`src/common/pcie_inb_pkg.sv`:
```
`default_nettype none

package pcie_inb_pkg;

    typedef logic [31:0] dw_t;
    typedef logic [2:0]  tc_t;
    typedef logic [1:0]  attr_t;
    typedef logic [15:0] req_id_t;
    typedef logic [7:0]  tag_t;
    typedef logic [9:0]  len_t;
    typedef logic [11:0] byte_cnt_t;
    typedef logic [6:0]  low_addr_t;
    typedef logic [1:0]  resp_t;
    typedef logic [6:0]  fmt_type_t;
    typedef logic [2:0]  cpl_status_t;

    localparam resp_t RESP_OKAY   = 2'b00;
    localparam resp_t RESP_SLVERR = 2'b10;
    localparam resp_t RESP_DECERR = 2'b11;

    // fmt and type fields in bits 30:24 of header DW0
    localparam fmt_type_t TLP_MRD32 = 7'b00_00000;
    localparam fmt_type_t TLP_MWR32 = 7'b10_00000;
    localparam fmt_type_t TLP_IOWR  = 7'b10_00010;
    localparam fmt_type_t TLP_CPL   = 7'b00_01010;
    localparam fmt_type_t TLP_CPLD  = 7'b10_01010;

    localparam cpl_status_t CPL_SC = 3'b000;
    localparam cpl_status_t CPL_UR = 3'b001;

    typedef struct packed {
        dw_t  data;
        logic last;
    } tlp_beat_t;

    // Requester context echoed into the completion
    typedef struct packed {
        logic    write;
        tc_t     tc;
        attr_t   attr;
        req_id_t req_id;
        tag_t    tag;
    } cpl_id_t;

    typedef struct packed {
        logic       write;
        logic       posted;
        logic [7:0] addr;
        len_t       len;
    } tgt_cmd_t;

    typedef struct packed {
        low_addr_t low_addr;
        len_t      len;
        byte_cnt_t byte_cnt;
        logic      last;
        resp_t     resp;
    } rd_hdr_t;

endpackage

`default_nettype wire

```
`src/design/rvh_fifo.sv`:
```
`timescale 1ns/100ps
`default_nettype none

module rvh_fifo #(
    parameter int DATA        = 32,
    parameter int DEPTH       = 16,
    parameter int ALMOST_FULL = 4
) (
    input  wire             clk,
    input  wire             rst,
    input  wire             in_valid,
    output logic            in_ready,
    input  wire [DATA-1:0]  in_data,
    output logic            in_almost_full,
    output logic            out_valid,
    input  wire             out_ready,
    output logic [DATA-1:0] out_data
);

    localparam int AW = (DEPTH > 1) ? $clog2(DEPTH) : 1;
    localparam int CW = $clog2(DEPTH + 1);

    logic [DATA-1:0] mem [DEPTH];
    logic [AW-1:0]   wr_ptr;
    logic [AW-1:0]   rd_ptr;
    logic [CW-1:0]   mem_cnt;
    logic [CW-1:0]   count;
    logic            push;
    logic            load_out;
    logic            mem_rd;
    logic            mem_wr;

    // Occupancy counts the output stage too
    assign count          = mem_cnt + CW'(out_valid);
    assign in_ready       = (count < CW'(DEPTH));
    assign in_almost_full = (count >= CW'(DEPTH - ALMOST_FULL));
    assign push           = in_valid && in_ready;
    assign load_out       = !out_valid || out_ready;
    assign mem_rd         = load_out && (mem_cnt != '0);
    // Empty memory and free output stage means bypass
    assign mem_wr         = push && !(load_out && (mem_cnt == '0));

    always_ff @(posedge clk) begin
        if (rst) begin
            wr_ptr    <= '0;
            rd_ptr    <= '0;
            mem_cnt   <= '0;
            out_valid <= 1'b0;
        end else begin
            if (mem_wr) begin
                wr_ptr <= (wr_ptr == AW'(DEPTH - 1)) ? '0 : wr_ptr + 1'b1;
            end
            if (mem_rd) begin
                rd_ptr <= (rd_ptr == AW'(DEPTH - 1)) ? '0 : rd_ptr + 1'b1;
            end
            mem_cnt <= mem_cnt + CW'(mem_wr) - CW'(mem_rd);
            if (load_out) begin
                out_valid <= mem_rd || push;
            end
        end
    end

    always_ff @(posedge clk) begin
        if (mem_wr) begin
            mem[wr_ptr] <= in_data;
        end
        if (mem_rd) begin
            out_data <= mem[rd_ptr];
        end else if (load_out && push) begin
            out_data <= in_data;
        end
    end

    // Write pointer never laps the read pointer
    assert property (@(posedge clk) disable iff (rst) mem_cnt < CW'(DEPTH));

endmodule

`default_nettype wire

```
`src/design/request_decoder.sv`:
```
`timescale 1ns/100ps
`default_nettype none

module request_decoder (
    input  wire                          clk,
    input  wire                          rst,
    input  wire                          rx_valid,
    output logic                         rx_ready,
    input  wire pcie_inb_pkg::tlp_beat_t rx_beat,
    output logic                         cpl_id_valid,
    input  wire                          cpl_id_ready,
    output pcie_inb_pkg::cpl_id_t        cpl_id,
    output logic                         cmd_valid,
    input  wire                          cmd_ready,
    output pcie_inb_pkg::tgt_cmd_t       cmd,
    output logic                         wdata_valid,
    input  wire                          wdata_ready,
    output pcie_inb_pkg::tlp_beat_t      wdata
);

    import pcie_inb_pkg::*;

    typedef enum logic [2:0] {HDR0, HDR1, HDR2, ISSUE, DATA, DROP} state_t;

    state_t     state;
    fmt_type_t  fmt_type;
    tc_t        tc_q;
    attr_t      attr_q;
    len_t       len_q;
    req_id_t    req_id_q;
    tag_t       tag_q;
    logic [7:0] addr_q;
    logic       rx_fire;
    logic       is_rd;
    logic       is_mwr;
    logic       is_iowr;
    logic       np;

    assign rx_fire = rx_valid && rx_ready;
    assign is_rd   = (fmt_type == TLP_MRD32);
    assign is_mwr  = (fmt_type == TLP_MWR32);
    assign is_iowr = (fmt_type == TLP_IOWR);
    assign np      = is_rd || is_iowr;

    always_comb begin
        case (state)
            HDR0, HDR1, HDR2, DROP: rx_ready = 1'b1;
            DATA:                   rx_ready = wdata_ready;
            default:                rx_ready = 1'b0;
        endcase
    end

    assign wdata_valid = (state == DATA) && rx_valid;
    assign wdata       = rx_beat;

    // cmd and cpl_id leave in the same cycle so both queues stay in order
    assign cmd_valid    = (state == ISSUE) && (!np || cpl_id_ready);
    assign cpl_id_valid = (state == ISSUE) && np && cmd_ready;
    assign cmd          = '{write: !is_rd, posted: is_mwr, addr: addr_q, len: len_q};
    assign cpl_id       = '{write: is_iowr, tc: tc_q, attr: attr_q,
                            req_id: req_id_q, tag: tag_q};

    always_ff @(posedge clk) begin
        if (rst) begin
            state <= HDR0;
        end else begin
            case (state)
                HDR0: if (rx_fire) state <= HDR1;
                HDR1: if (rx_fire) state <= HDR2;
                HDR2: begin
                    if (rx_fire) begin
                        if (is_rd || is_mwr || is_iowr) begin
                            state <= ISSUE;
                        end else begin
                            state <= rx_beat.last ? HDR0 : DROP;
                        end
                    end
                end
                ISSUE: if (cmd_valid && cmd_ready) state <= is_rd ? HDR0 : DATA;
                DATA, DROP: if (rx_fire && rx_beat.last) state <= HDR0;
                default: state <= HDR0;
            endcase
        end
    end

    // Header fields
    always_ff @(posedge clk) begin
        if (rx_fire && state == HDR0) begin
            fmt_type <= rx_beat.data[30:24];
            tc_q     <= rx_beat.data[22:20];
            attr_q   <= rx_beat.data[13:12];
            len_q    <= rx_beat.data[9:0];
        end
        if (rx_fire && state == HDR1) begin
            req_id_q <= rx_beat.data[31:16];
            tag_q    <= rx_beat.data[15:8];
        end
        if (rx_fire && state == HDR2) begin
            addr_q <= rx_beat.data[9:2];
        end
    end

    // A request header is never a single beat
    assert property (@(posedge clk) disable iff (rst)
        (state == HDR0) && rx_fire |-> !rx_beat.last);

endmodule

`default_nettype wire

```
`src/design/register_target.sv`:
```
`timescale 1ns/100ps
`default_nettype none

module register_target #(
    parameter int REG_WORDS = 64
) (
    input  wire                          clk,
    input  wire                          rst,
    input  wire                          cmd_valid,
    output logic                         cmd_ready,
    input  wire pcie_inb_pkg::tgt_cmd_t  cmd,
    input  wire                          wdata_valid,
    output logic                         wdata_ready,
    input  wire pcie_inb_pkg::tlp_beat_t wdata,
    output logic                         wr_resp_valid,
    input  wire                          wr_resp_ready,
    output pcie_inb_pkg::resp_t          wr_resp,
    output logic                         rd_hdr_valid,
    input  wire                          rd_hdr_ready,
    output pcie_inb_pkg::rd_hdr_t        rd_hdr,
    output logic                         rd_data_valid,
    input  wire                          rd_data_ready,
    output pcie_inb_pkg::tlp_beat_t      rd_data
);

    import pcie_inb_pkg::*;

    localparam int IW = (REG_WORDS > 1) ? $clog2(REG_WORDS) : 1;

    typedef enum logic [2:0] {IDLE, WRITE, WRESP, RHDR, RDATA} state_t;

    state_t      state;
    dw_t         regs [REG_WORDS];
    tgt_cmd_t    cmd_q;
    logic [7:0]  addr_cnt;
    logic [IW-1:0] idx;
    len_t        remain;
    logic        decerr;
    logic        range_err;
    logic [10:0] end_addr;

    assign end_addr  = {3'b000, cmd.addr} + {1'b0, cmd.len};
    assign range_err = (end_addr > 11'(REG_WORDS));
    assign idx       = IW'(addr_cnt);

    assign cmd_ready     = (state == IDLE);
    assign wdata_ready   = (state == WRITE);
    assign wr_resp_valid = (state == WRESP);
    assign wr_resp       = decerr ? RESP_DECERR : RESP_OKAY;
    assign rd_hdr_valid  = (state == RHDR);
    assign rd_hdr        = '{low_addr: {cmd_q.addr[4:0], 2'b00}, len: cmd_q.len,
                             byte_cnt: {cmd_q.len, 2'b00}, last: 1'b1,
                             resp: decerr ? RESP_DECERR : RESP_OKAY};
    assign rd_data_valid = (state == RDATA);
    // Zero words stand in for data under DECERR
    assign rd_data       = '{data: decerr ? '0 : regs[idx], last: (remain == len_t'(1))};

    always_ff @(posedge clk) begin
        if (rst) begin
            state <= IDLE;
        end else begin
            case (state)
                IDLE:  if (cmd_valid) state <= cmd.write ? WRITE : RHDR;
                WRITE: if (wdata_valid && wdata.last) state <= cmd_q.posted ? IDLE : WRESP;
                WRESP: if (wr_resp_ready) state <= IDLE;
                RHDR:  if (rd_hdr_ready) state <= RDATA;
                RDATA: if (rd_data_ready && rd_data.last) state <= IDLE;
                default: state <= IDLE;
            endcase
        end
    end

    always_ff @(posedge clk) begin
        if (cmd_valid && cmd_ready) begin
            cmd_q    <= cmd;
            addr_cnt <= cmd.addr;
            remain   <= cmd.len;
            decerr   <= range_err;
        end
        if (wdata_valid && wdata_ready) begin
            if (!decerr) begin
                regs[idx] <= wdata.data;
            end
            addr_cnt <= addr_cnt + 1'b1;
        end
        if (rd_data_valid && rd_data_ready) begin
            addr_cnt <= addr_cnt + 1'b1;
            remain   <= remain - 1'b1;
        end
    end

endmodule

`default_nettype wire

```
`src/completion/completion_builder.sv`:
```
`timescale 1ns/100ps
`default_nettype none

module completion_builder #(
    parameter int ID_DEPTH = 16,
    parameter int TX_DEPTH = 16
) (
    input  wire                          clk,
    input  wire                          rst,
    output logic                         rx_np_ok,
    input  wire                          cpl_id_valid,
    output logic                         cpl_id_ready,
    input  wire pcie_inb_pkg::cpl_id_t   cpl_id,
    input  wire                          wr_resp_valid,
    output logic                         wr_resp_ready,
    input  wire pcie_inb_pkg::resp_t     wr_resp,
    input  wire                          rd_hdr_valid,
    output logic                         rd_hdr_ready,
    input  wire pcie_inb_pkg::rd_hdr_t   rd_hdr,
    input  wire                          rd_data_valid,
    output logic                         rd_data_ready,
    input  wire pcie_inb_pkg::tlp_beat_t rd_data,
    output logic                         tx_valid,
    input  wire                          tx_ready,
    output pcie_inb_pkg::tlp_beat_t      tx_beat,
    input  wire [7:0]                    bus_number,
    input  wire [4:0]                    dev_number,
    input  wire [2:0]                    func_number
);

    import pcie_inb_pkg::*;

    // Free ID entries kept back before non-posted traffic is throttled
    localparam int NP_RESERVE = 4;

    typedef enum logic [2:0] {H0, H1, H2, DATA, FLUSH} state_t;

    state_t    st;
    state_t    st_nxt;
    logic      id_valid;
    logic      id_ready;
    logic      id_almost_full;
    cpl_id_t   id_q;
    logic      tlp_valid;
    logic      tlp_ready;
    logic      tlp_accept;
    tlp_beat_t tlp;
    logic      drop;
    logic      h_valid;
    logic      h_pop;
    logic      h_err;
    logic      h_last;
    low_addr_t h_addr;
    len_t      h_len;
    byte_cnt_t h_bytes;

    rvh_fifo #(
        .DATA        ($bits(cpl_id_t)),
        .DEPTH       (ID_DEPTH),
        .ALMOST_FULL (NP_RESERVE)
    ) u_id_fifo (
        .clk            (clk),
        .rst            (rst),
        .in_valid       (cpl_id_valid),
        .in_ready       (cpl_id_ready),
        .in_data        (cpl_id),
        .in_almost_full (id_almost_full),
        .out_valid      (id_valid),
        .out_ready      (id_ready),
        .out_data       (id_q)
    );

    assign rx_np_ok = !id_almost_full;

    rvh_fifo #(
        .DATA        ($bits(tlp_beat_t)),
        .DEPTH       (TX_DEPTH),
        .ALMOST_FULL (1)
    ) u_tx_fifo (
        .clk            (clk),
        .rst            (rst),
        .in_valid       (tlp_valid && !drop),
        .in_ready       (tlp_ready),
        .in_data        (tlp),
        .in_almost_full (),
        .out_valid      (tx_valid),
        .out_ready      (tx_ready),
        .out_data       (tx_beat)
    );

    // Header source follows the oldest buffered ID
    assign h_valid = id_valid && (id_q.write ? wr_resp_valid : rd_hdr_valid);

    always_comb begin
        h_addr  = '0;
        h_len   = len_t'(1);
        h_bytes = byte_cnt_t'(4);
        h_last  = 1'b1;
        h_err   = (wr_resp != RESP_OKAY);
        if (!id_q.write) begin
            h_addr  = rd_hdr.low_addr;
            h_len   = rd_hdr.len;
            h_bytes = rd_hdr.byte_cnt;
            h_last  = rd_hdr.last;
            h_err   = (rd_hdr.resp != RESP_OKAY);
        end
    end

    // While dropping, beats are consumed without reaching the TX FIFO
    assign tlp_accept    = tlp_valid && (tlp_ready || drop);
    assign h_pop         = (st == H2) && tlp_accept;
    assign wr_resp_ready = h_pop && id_q.write;
    assign rd_hdr_ready  = h_pop && !id_q.write;
    assign id_ready      = h_pop && h_last;

    always_comb begin
        st_nxt        = st;
        tlp_valid     = 1'b0;
        tlp           = '0;
        rd_data_ready = 1'b0;
        case (st)
            H0: begin
                tlp_valid       = h_valid;
                tlp.data[30:24] = (!id_q.write && !h_err) ? TLP_CPLD : TLP_CPL;
                tlp.data[22:20] = id_q.tc;
                tlp.data[13:12] = id_q.attr;
                tlp.data[9:0]   = h_len;
                st_nxt          = H1;
            end
            H1: begin
                tlp_valid       = h_valid;
                tlp.data[31:16] = {bus_number, dev_number, func_number};
                tlp.data[15:13] = h_err ? CPL_UR : CPL_SC;
                tlp.data[11:0]  = h_bytes;
                st_nxt          = H2;
            end
            H2: begin
                tlp_valid       = h_valid;
                tlp.data[31:16] = id_q.req_id;
                tlp.data[15:8]  = id_q.tag;
                tlp.data[6:0]   = h_addr;
                tlp.last        = id_q.write || h_err;
                st_nxt          = id_q.write ? H0 : (h_err ? FLUSH : DATA);
            end
            DATA: begin
                tlp_valid     = rd_data_valid;
                tlp           = rd_data;
                rd_data_ready = tlp_ready;
                st_nxt        = rd_data.last ? H0 : DATA;
            end
            FLUSH: begin
                tlp_valid     = rd_data_valid;
                tlp           = rd_data;
                rd_data_ready = 1'b1;
                st_nxt        = rd_data.last ? H0 : FLUSH;
            end
            default: st_nxt = H0;
        endcase
    end

    always_ff @(posedge clk) begin
        if (rst) begin
            st   <= H0;
            drop <= 1'b0;
        end else begin
            if (tlp_accept) begin
                st <= st_nxt;
            end
            if (h_pop && h_err && !id_q.write) begin
                drop <= 1'b1;
            end else if (st == FLUSH && tlp_accept && rd_data.last) begin
                drop <= 1'b0;
            end
        end
    end

    // Read data only follows a completion header
    assert property (@(posedge clk) disable iff (rst)
        rd_data_valid |-> ((st == DATA) || (st == FLUSH)));

endmodule

`default_nettype wire

```
`src/design/pcie_inbound_top.sv`:
```
`timescale 1ns/100ps
`default_nettype none

module pcie_inbound_top #(
    parameter int REG_WORDS = 64,
    parameter int ID_DEPTH  = 16,
    parameter int TX_DEPTH  = 16
) (
    input  wire                          clk,
    input  wire                          rst,
    input  wire                          rx_valid,
    output logic                         rx_ready,
    input  wire pcie_inb_pkg::tlp_beat_t rx_beat,
    output logic                         tx_valid,
    input  wire                          tx_ready,
    output pcie_inb_pkg::tlp_beat_t      tx_beat,
    output logic                         rx_np_ok,
    input  wire [7:0]                    bus_number,
    input  wire [4:0]                    dev_number,
    input  wire [2:0]                    func_number
);

    import pcie_inb_pkg::*;

    logic      cpl_id_valid;
    logic      cpl_id_ready;
    cpl_id_t   cpl_id;
    logic      cmd_valid;
    logic      cmd_ready;
    tgt_cmd_t  cmd;
    logic      wdata_valid;
    logic      wdata_ready;
    tlp_beat_t wdata;
    logic      wr_resp_valid;
    logic      wr_resp_ready;
    resp_t     wr_resp;
    logic      rd_hdr_valid;
    logic      rd_hdr_ready;
    rd_hdr_t   rd_hdr;
    logic      rd_data_valid;
    logic      rd_data_ready;
    tlp_beat_t rd_data;

    request_decoder u_decoder (
        .clk          (clk),
        .rst          (rst),
        .rx_valid     (rx_valid),
        .rx_ready     (rx_ready),
        .rx_beat      (rx_beat),
        .cpl_id_valid (cpl_id_valid),
        .cpl_id_ready (cpl_id_ready),
        .cpl_id       (cpl_id),
        .cmd_valid    (cmd_valid),
        .cmd_ready    (cmd_ready),
        .cmd          (cmd),
        .wdata_valid  (wdata_valid),
        .wdata_ready  (wdata_ready),
        .wdata        (wdata)
    );

    register_target #(
        .REG_WORDS (REG_WORDS)
    ) u_target (
        .clk           (clk),
        .rst           (rst),
        .cmd_valid     (cmd_valid),
        .cmd_ready     (cmd_ready),
        .cmd           (cmd),
        .wdata_valid   (wdata_valid),
        .wdata_ready   (wdata_ready),
        .wdata         (wdata),
        .wr_resp_valid (wr_resp_valid),
        .wr_resp_ready (wr_resp_ready),
        .wr_resp       (wr_resp),
        .rd_hdr_valid  (rd_hdr_valid),
        .rd_hdr_ready  (rd_hdr_ready),
        .rd_hdr        (rd_hdr),
        .rd_data_valid (rd_data_valid),
        .rd_data_ready (rd_data_ready),
        .rd_data       (rd_data)
    );

    completion_builder #(
        .ID_DEPTH (ID_DEPTH),
        .TX_DEPTH (TX_DEPTH)
    ) u_builder (
        .clk           (clk),
        .rst           (rst),
        .rx_np_ok      (rx_np_ok),
        .cpl_id_valid  (cpl_id_valid),
        .cpl_id_ready  (cpl_id_ready),
        .cpl_id        (cpl_id),
        .wr_resp_valid (wr_resp_valid),
        .wr_resp_ready (wr_resp_ready),
        .wr_resp       (wr_resp),
        .rd_hdr_valid  (rd_hdr_valid),
        .rd_hdr_ready  (rd_hdr_ready),
        .rd_hdr        (rd_hdr),
        .rd_data_valid (rd_data_valid),
        .rd_data_ready (rd_data_ready),
        .rd_data       (rd_data),
        .tx_valid      (tx_valid),
        .tx_ready      (tx_ready),
        .tx_beat       (tx_beat),
        .bus_number    (bus_number),
        .dev_number    (dev_number),
        .func_number   (func_number)
    );

endmodule

`default_nettype wire

```
`config.mk`:
```
export PLATFORM = sky130hd
export DESIGN_NAME = pcie_inbound_top
export DESIGN_NICKNAME = d
export VERILOG_FILES = /design/src/common/pcie_inb_pkg.sv /design/src/design/rvh_fifo.sv /design/src/design/request_decoder.sv /design/src/design/register_target.sv /design/src/completion/completion_builder.sv /design/src/design/pcie_inbound_top.sv
export SDC_FILE = /design/constraint.sdc
export NUM_CORES = 2
export LEC_CHECK = 0
export ABC_CLOCK_PERIOD_IN_PS = 16149
export CORE_MARGIN = 3
export CORE_UTILIZATION = 60
export DETAILED_ROUTE_END_ITERATION = 6
export DONT_BUFFER_PORTS = 1
export PLACE_DENSITY = 0.76
export SLEW_MARGIN = 0
export SYNTH_ARGS = -nofsm -noshare
export SYNTH_HDL_FRONTEND = slang
export SYNTH_SLANG_ARGS = --single-unit
```
`constraint.sdc`:
```
create_clock -name clk -period 16.15 [get_ports clk]
set_input_delay 1.615 -clock clk [delete_from_list [all_inputs] [get_ports clk]]
set_output_delay 1.615 -clock clk [all_outputs]
set_load 0.02 [all_outputs]
```
==> out/results.md <==
| Item | Reported | Unit |
|:---|:---|:---|
| Run status | finished, violations left | - |
| Violations in the final reports | DRC, capacitance limit, slew limit | - |
| Yosys reg bits | 3258 | - |
| R2r endpoint | u_builder.u_tx_fifo.mem[6][19]$_DFFE_PP_ | - |
| Leading cell type in the layout, fill and taps excluded | edfxtp_1 | - |
| Number of buffers created by CTS | 328 | - |
| Instance count on the critical path | 8 | - |
| Cell Int Power | 14.3 | mW |
| Flop-to-flop setup slack | 10.38 | ns |
| Clk buf depth | 4 | - |
| IR drop worst, VDD | 0.000150 | V |
| Switch Pwr | 4.20 | mW |
| Number of different library cells in the post-synthesis netlist | 86 | - |
| Total power per unit cell area | 132 | mW/mm^2 |
| Routed length per placed instance | 38.5 | um |
| Leakage power summed over all cells | 43.5 | nW |
| Cell Count Post-Placement | 8492 | - |
| Hold Path Origin | u_decoder.len_q[9]$_DFFE_PP_ | - |
| Length of routed met2 wiring | 160000 | um |
| GRT Total Usage | 32.5 | % |
| Crit share post-route | 35.8 | % |
| Global-route wire length before repair | 490000 | um |
| Worst Path Buf+Inv | 3 | - |
| DPL Wire Length | 186000 | um |
| Layout area overhead | 11.1 | % |
| Initial core utilization | 60.6 | % |
| Gate Count Post-Synth | 5835 | - |
| Post_cts resized | 0 | - |
| Yosys warns | 0 | - |
| Overall power of the completed layout | 18.5 | mW |
| Synthesized Nets | 5929 | - |
| Number of nets with antenna violations after routing | 0 | - |
| Hold buffer count at CTS | 0 | - |
| Largest delay share family, worst path | compound AO/OA/AOI/OAI gates | - |
| DRC violation total after the first TritonRoute iteration | 11400 | - |
| Arr. time, crit path | 6.55 | ns |
| Vias in the first global route | 64600 | - |
| Area of the core | 0.208 | sq mm |
| Clock tree root buffer cell | clkbuf_16 | - |
| Synthesized area per cell | 21.6 | sq um |
| Clock tree from TritonCTS | done | - |
| Max_slew headroom | -3.57 | % |
| Largest net degree at the start of global routing | 123 | - |
| Floorplan die width | 465 | um |
| Highest-count cells in the layout ignoring fill and taps | 3206 x edfxtp_1, 764 x mux4_2, 332 x clkbuf_16 | - |
| Total standard cell area after synthesis | 0.126 | sq mm |
| # H-tree levels | 5 | - |
| Detail-routed via count per cell | 7.21 | - |
| Drt total wl | 349000 | um |
| Crit path time final | 5.77 | ns |
| Post-layout net count | 6130 | - |
| Clock edge transition at the registers on the reported setup and hold paths | 0.06 | ns |
| Unrepaired setup endpoints after global routing | no | - |
| Number of clock sinks seen by CTS | 3258 | - |
| EDFF count, synth | 3206 | - |
| Largest clock skew in the final design | 0.0754 | ns |
| Clock network power share | 38.5 | % |
| Post-Synth Adder-Cell Area | 0.424 | % |
| Main synth FF type | edfxtp_1 | - |
| Proportion of layout cells with a drive suffix above 1 | 25.3 | % |
| DR vias | 65400 | - |
| Portion of synthesized cell area occupied by the leading cell type | 76.3 | % |
| Number of max-cap violations | 1 | - |
| Share of synthesized registers carrying an async set or reset | 0 | % |
| Least-Margin Pin Slew | 1.54 | ns |
| DR pass1 iterations | 7 | - |
| Finish-stage setup viols | 0 | - |
| Logic pwr share | 8.6 | % |
| Number of core rows | 167 | - |
| Critical Path RT | 16.93 | ns |
| Reg2reg path depth | 8 | - |
| Cell with the most instances on the worst path | buf_4 | - |
| Critical path cell sequence | buf_4 -> buf_4 -> mux4_2 -> mux2i_1 -> o21ai_0 -> nand2_1 -> o31ai_1 -> buf_4 | - |
| Number of buffers added on ports | 0 | - |
| Area fraction in and, or, nand and nor cells after synthesis | 2.33 | % |
| Worst Setup End Kind | register | - |
| Library cell contributing the largest single delay on the critical path | o21ai_0 | - |
| Max Fanout on Critical Path | 43 | - |
| Top routing layer used | met5 | - |
| Global placement routability congestion | 0.913 | - |
| Met1 WL | 117000 | um |
| Chip height | 465 | um |
| Hold slack final | 0.502 | ns |
| Num ports | 89 | - |
| Start-to-end type of the worst setup path | register to register | - |
| Initial antenna violation count | 33 | - |
| Net switching fraction of the power | 22.7 | % |
| Max Freq | 173 | MHz |
| Largest family of logic cells by synthesized area | multiplexers | - |
| Number of max-slew violations in the final report | 4 | - |
| Seq/Total Area, Yosys | 77.1 | % |
| Routed wire length on met3 | 52500 | um |
| Top post-synthesis cells by area | edfxtp_1 76%, mux4_2 14%, mux2i_1 1.3%, dfxtp_1 0.82%, a22oi_1 0.67% | - |
| Number of hold violations in the final report | 0 | - |
| Post-synthesis share of cell area spent on xor and xnor gates | 0.208 | % |
| Post-CTS repair timing setup buffer count | 0 | - |
| DR DRC count | 4 | - |
| Sequential share of power | 52.9 | % |
| Clock insertion delay at the later pin of the skew report | 0.96 | ns |
| Gr ovfl total | 0 | - |
| Dominant cell type by area after synthesis | edfxtp_1 | - |
| Overall die area | 0.216 | sq mm |
| Compound-gate portion of the synthesized area | 2.96 | % |
| CP peak stage delay | 1.20 | ns |
| Post-route insts no fill | 9071 | - |
| Share of cell area taken by muxes after synthesis | 15.6 | % |
| Worst hold path depth | 0 | - |
| Startpoint types | register | - |
| Class of the tightest hold or removal check | register to register | - |
| Sum of negative setup slack | 0 | ns |
| Capture point of the worst path | u_builder.u_tx_fifo.mem[6][19]$_DFFE_PP_ | - |
how the worst min path moves through the flow:
stage / end / slack (ns)
4_1_cts: register / 0.50
5_1_grt: u_target.rd_hdr[14]$_DFFE_PP_ / 0.51
3_3_place_gp: u_target.rd_hdr[11]$_DFFE_PP_ / 0.48
6_report: u_target.rd_hdr[14]$_DFFE_PP_ / 0.50
2_1_floorplan: u_target.state[1]$_SDFFE_PP0P_ / 0.45
3_5_place_dp: u_target.rd_hdr[11]$_DFFE_PP_ / 0.48
worst register-to-register path, cell delays in order (launching register included):
cell     delay, ns
dfxtp_4       0.77
buf_4         0.77
buf_4         0.66
mux4_2        0.35
mux2i_1       0.08
o21ai_0       1.20
nand2_1       0.18
o31ai_1       1.19
buf_4         0.39
power groups by stage:
stage | sequential (mW) | clock [mW] | combinational, mW
3_5_place_dp | 9.99 | 0 | 1.56
5_1_grt | 9.82 | 7.50 | 1.70
6_report | 9.81 | 7.12 | 1.60
2_1_floorplan | 9.79 | 0 | 1.26
4_1_cts | 9.81 | 7.16 | 1.59
3_3_place_gp | 9.98 | 0 | 1.53
kinds of logic after synthesis:
family,Yosys count
AOI/OAI and AO/OA,532
DFF,3258
xor gates and xnor gates,30
buffers and inverters,359
muxes,1000
adders and majority gates,41
and+or+nand+nor,615
area by class of cell:
class	instances	area, sq um
inverter	49	184
clock inverter	145	1190
timing repair buffer	181	1430
clock buffer	411	8610
tap	2788	3490
fill	12500	67900
multi-input combinational	2218	27900
sequential	3258	97400
antenna	21	52.6
cell usage after synthesis, types with 58 or more instances:
cell type  instances
o21ai_0           67
nor2_1           176
a22oi_1          112
a21oi_1           88
edfxtp_1        3206
buf_4             58
buf_2             76
a211oi_1          58
nand2_1          171
clkbuf_1         132
mux4_2           764
mux2_2            73
mux2i_1          163
registers in the layout, indices dropped and copies added (netlist names), 5 cells and up, named ones only:
| register | flops |
|---|---|
| u_decoder.tag_q | 8 |
| u_builder.u_tx_fifo.mem_cnt | 5 |
| u_target.remain | 10 |
| u_target.rd_hdr | 15 |
| u_builder.u_id_fifo.out_data | 30 |
| u_decoder.fmt_type | 7 |
| u_target.regs | 2048 |
| u_builder.u_tx_fifo.mem | 528 |
| u_target.addr_cnt | 6 |
| u_builder.u_tx_fifo.out_data | 33 |
| u_builder.u_id_fifo.mem | 480 |
| u_builder.u_id_fifo.mem_cnt | 5 |
| u_decoder.req_id_q | 16 |
| u_decoder.len_q | 10 |
| u_decoder.addr_q | 8 |
layer usage:
layer | up-vias | GRT usage (%)
li1 | 24900 | -
met1 | 33800 | 43.9
met2 | 5650 | 48.3
met3 | 1043 | 11.2
met4 | 16 | 15.7
met5 | - | 0
through the flow:
stage                     area [sq um]  setup WS, ns  utilization, %
final                           140000         10.38            67.4
after global routing            140000         10.07            67.3
after CTS                       140000         10.31            67.3
after global placement          130000         10.40            62.6
after detailed placement        130000         10.32            62.6
after floorplan                 126000         10.40               -
No activity file was read; power rests on OpenSTA's default activity.
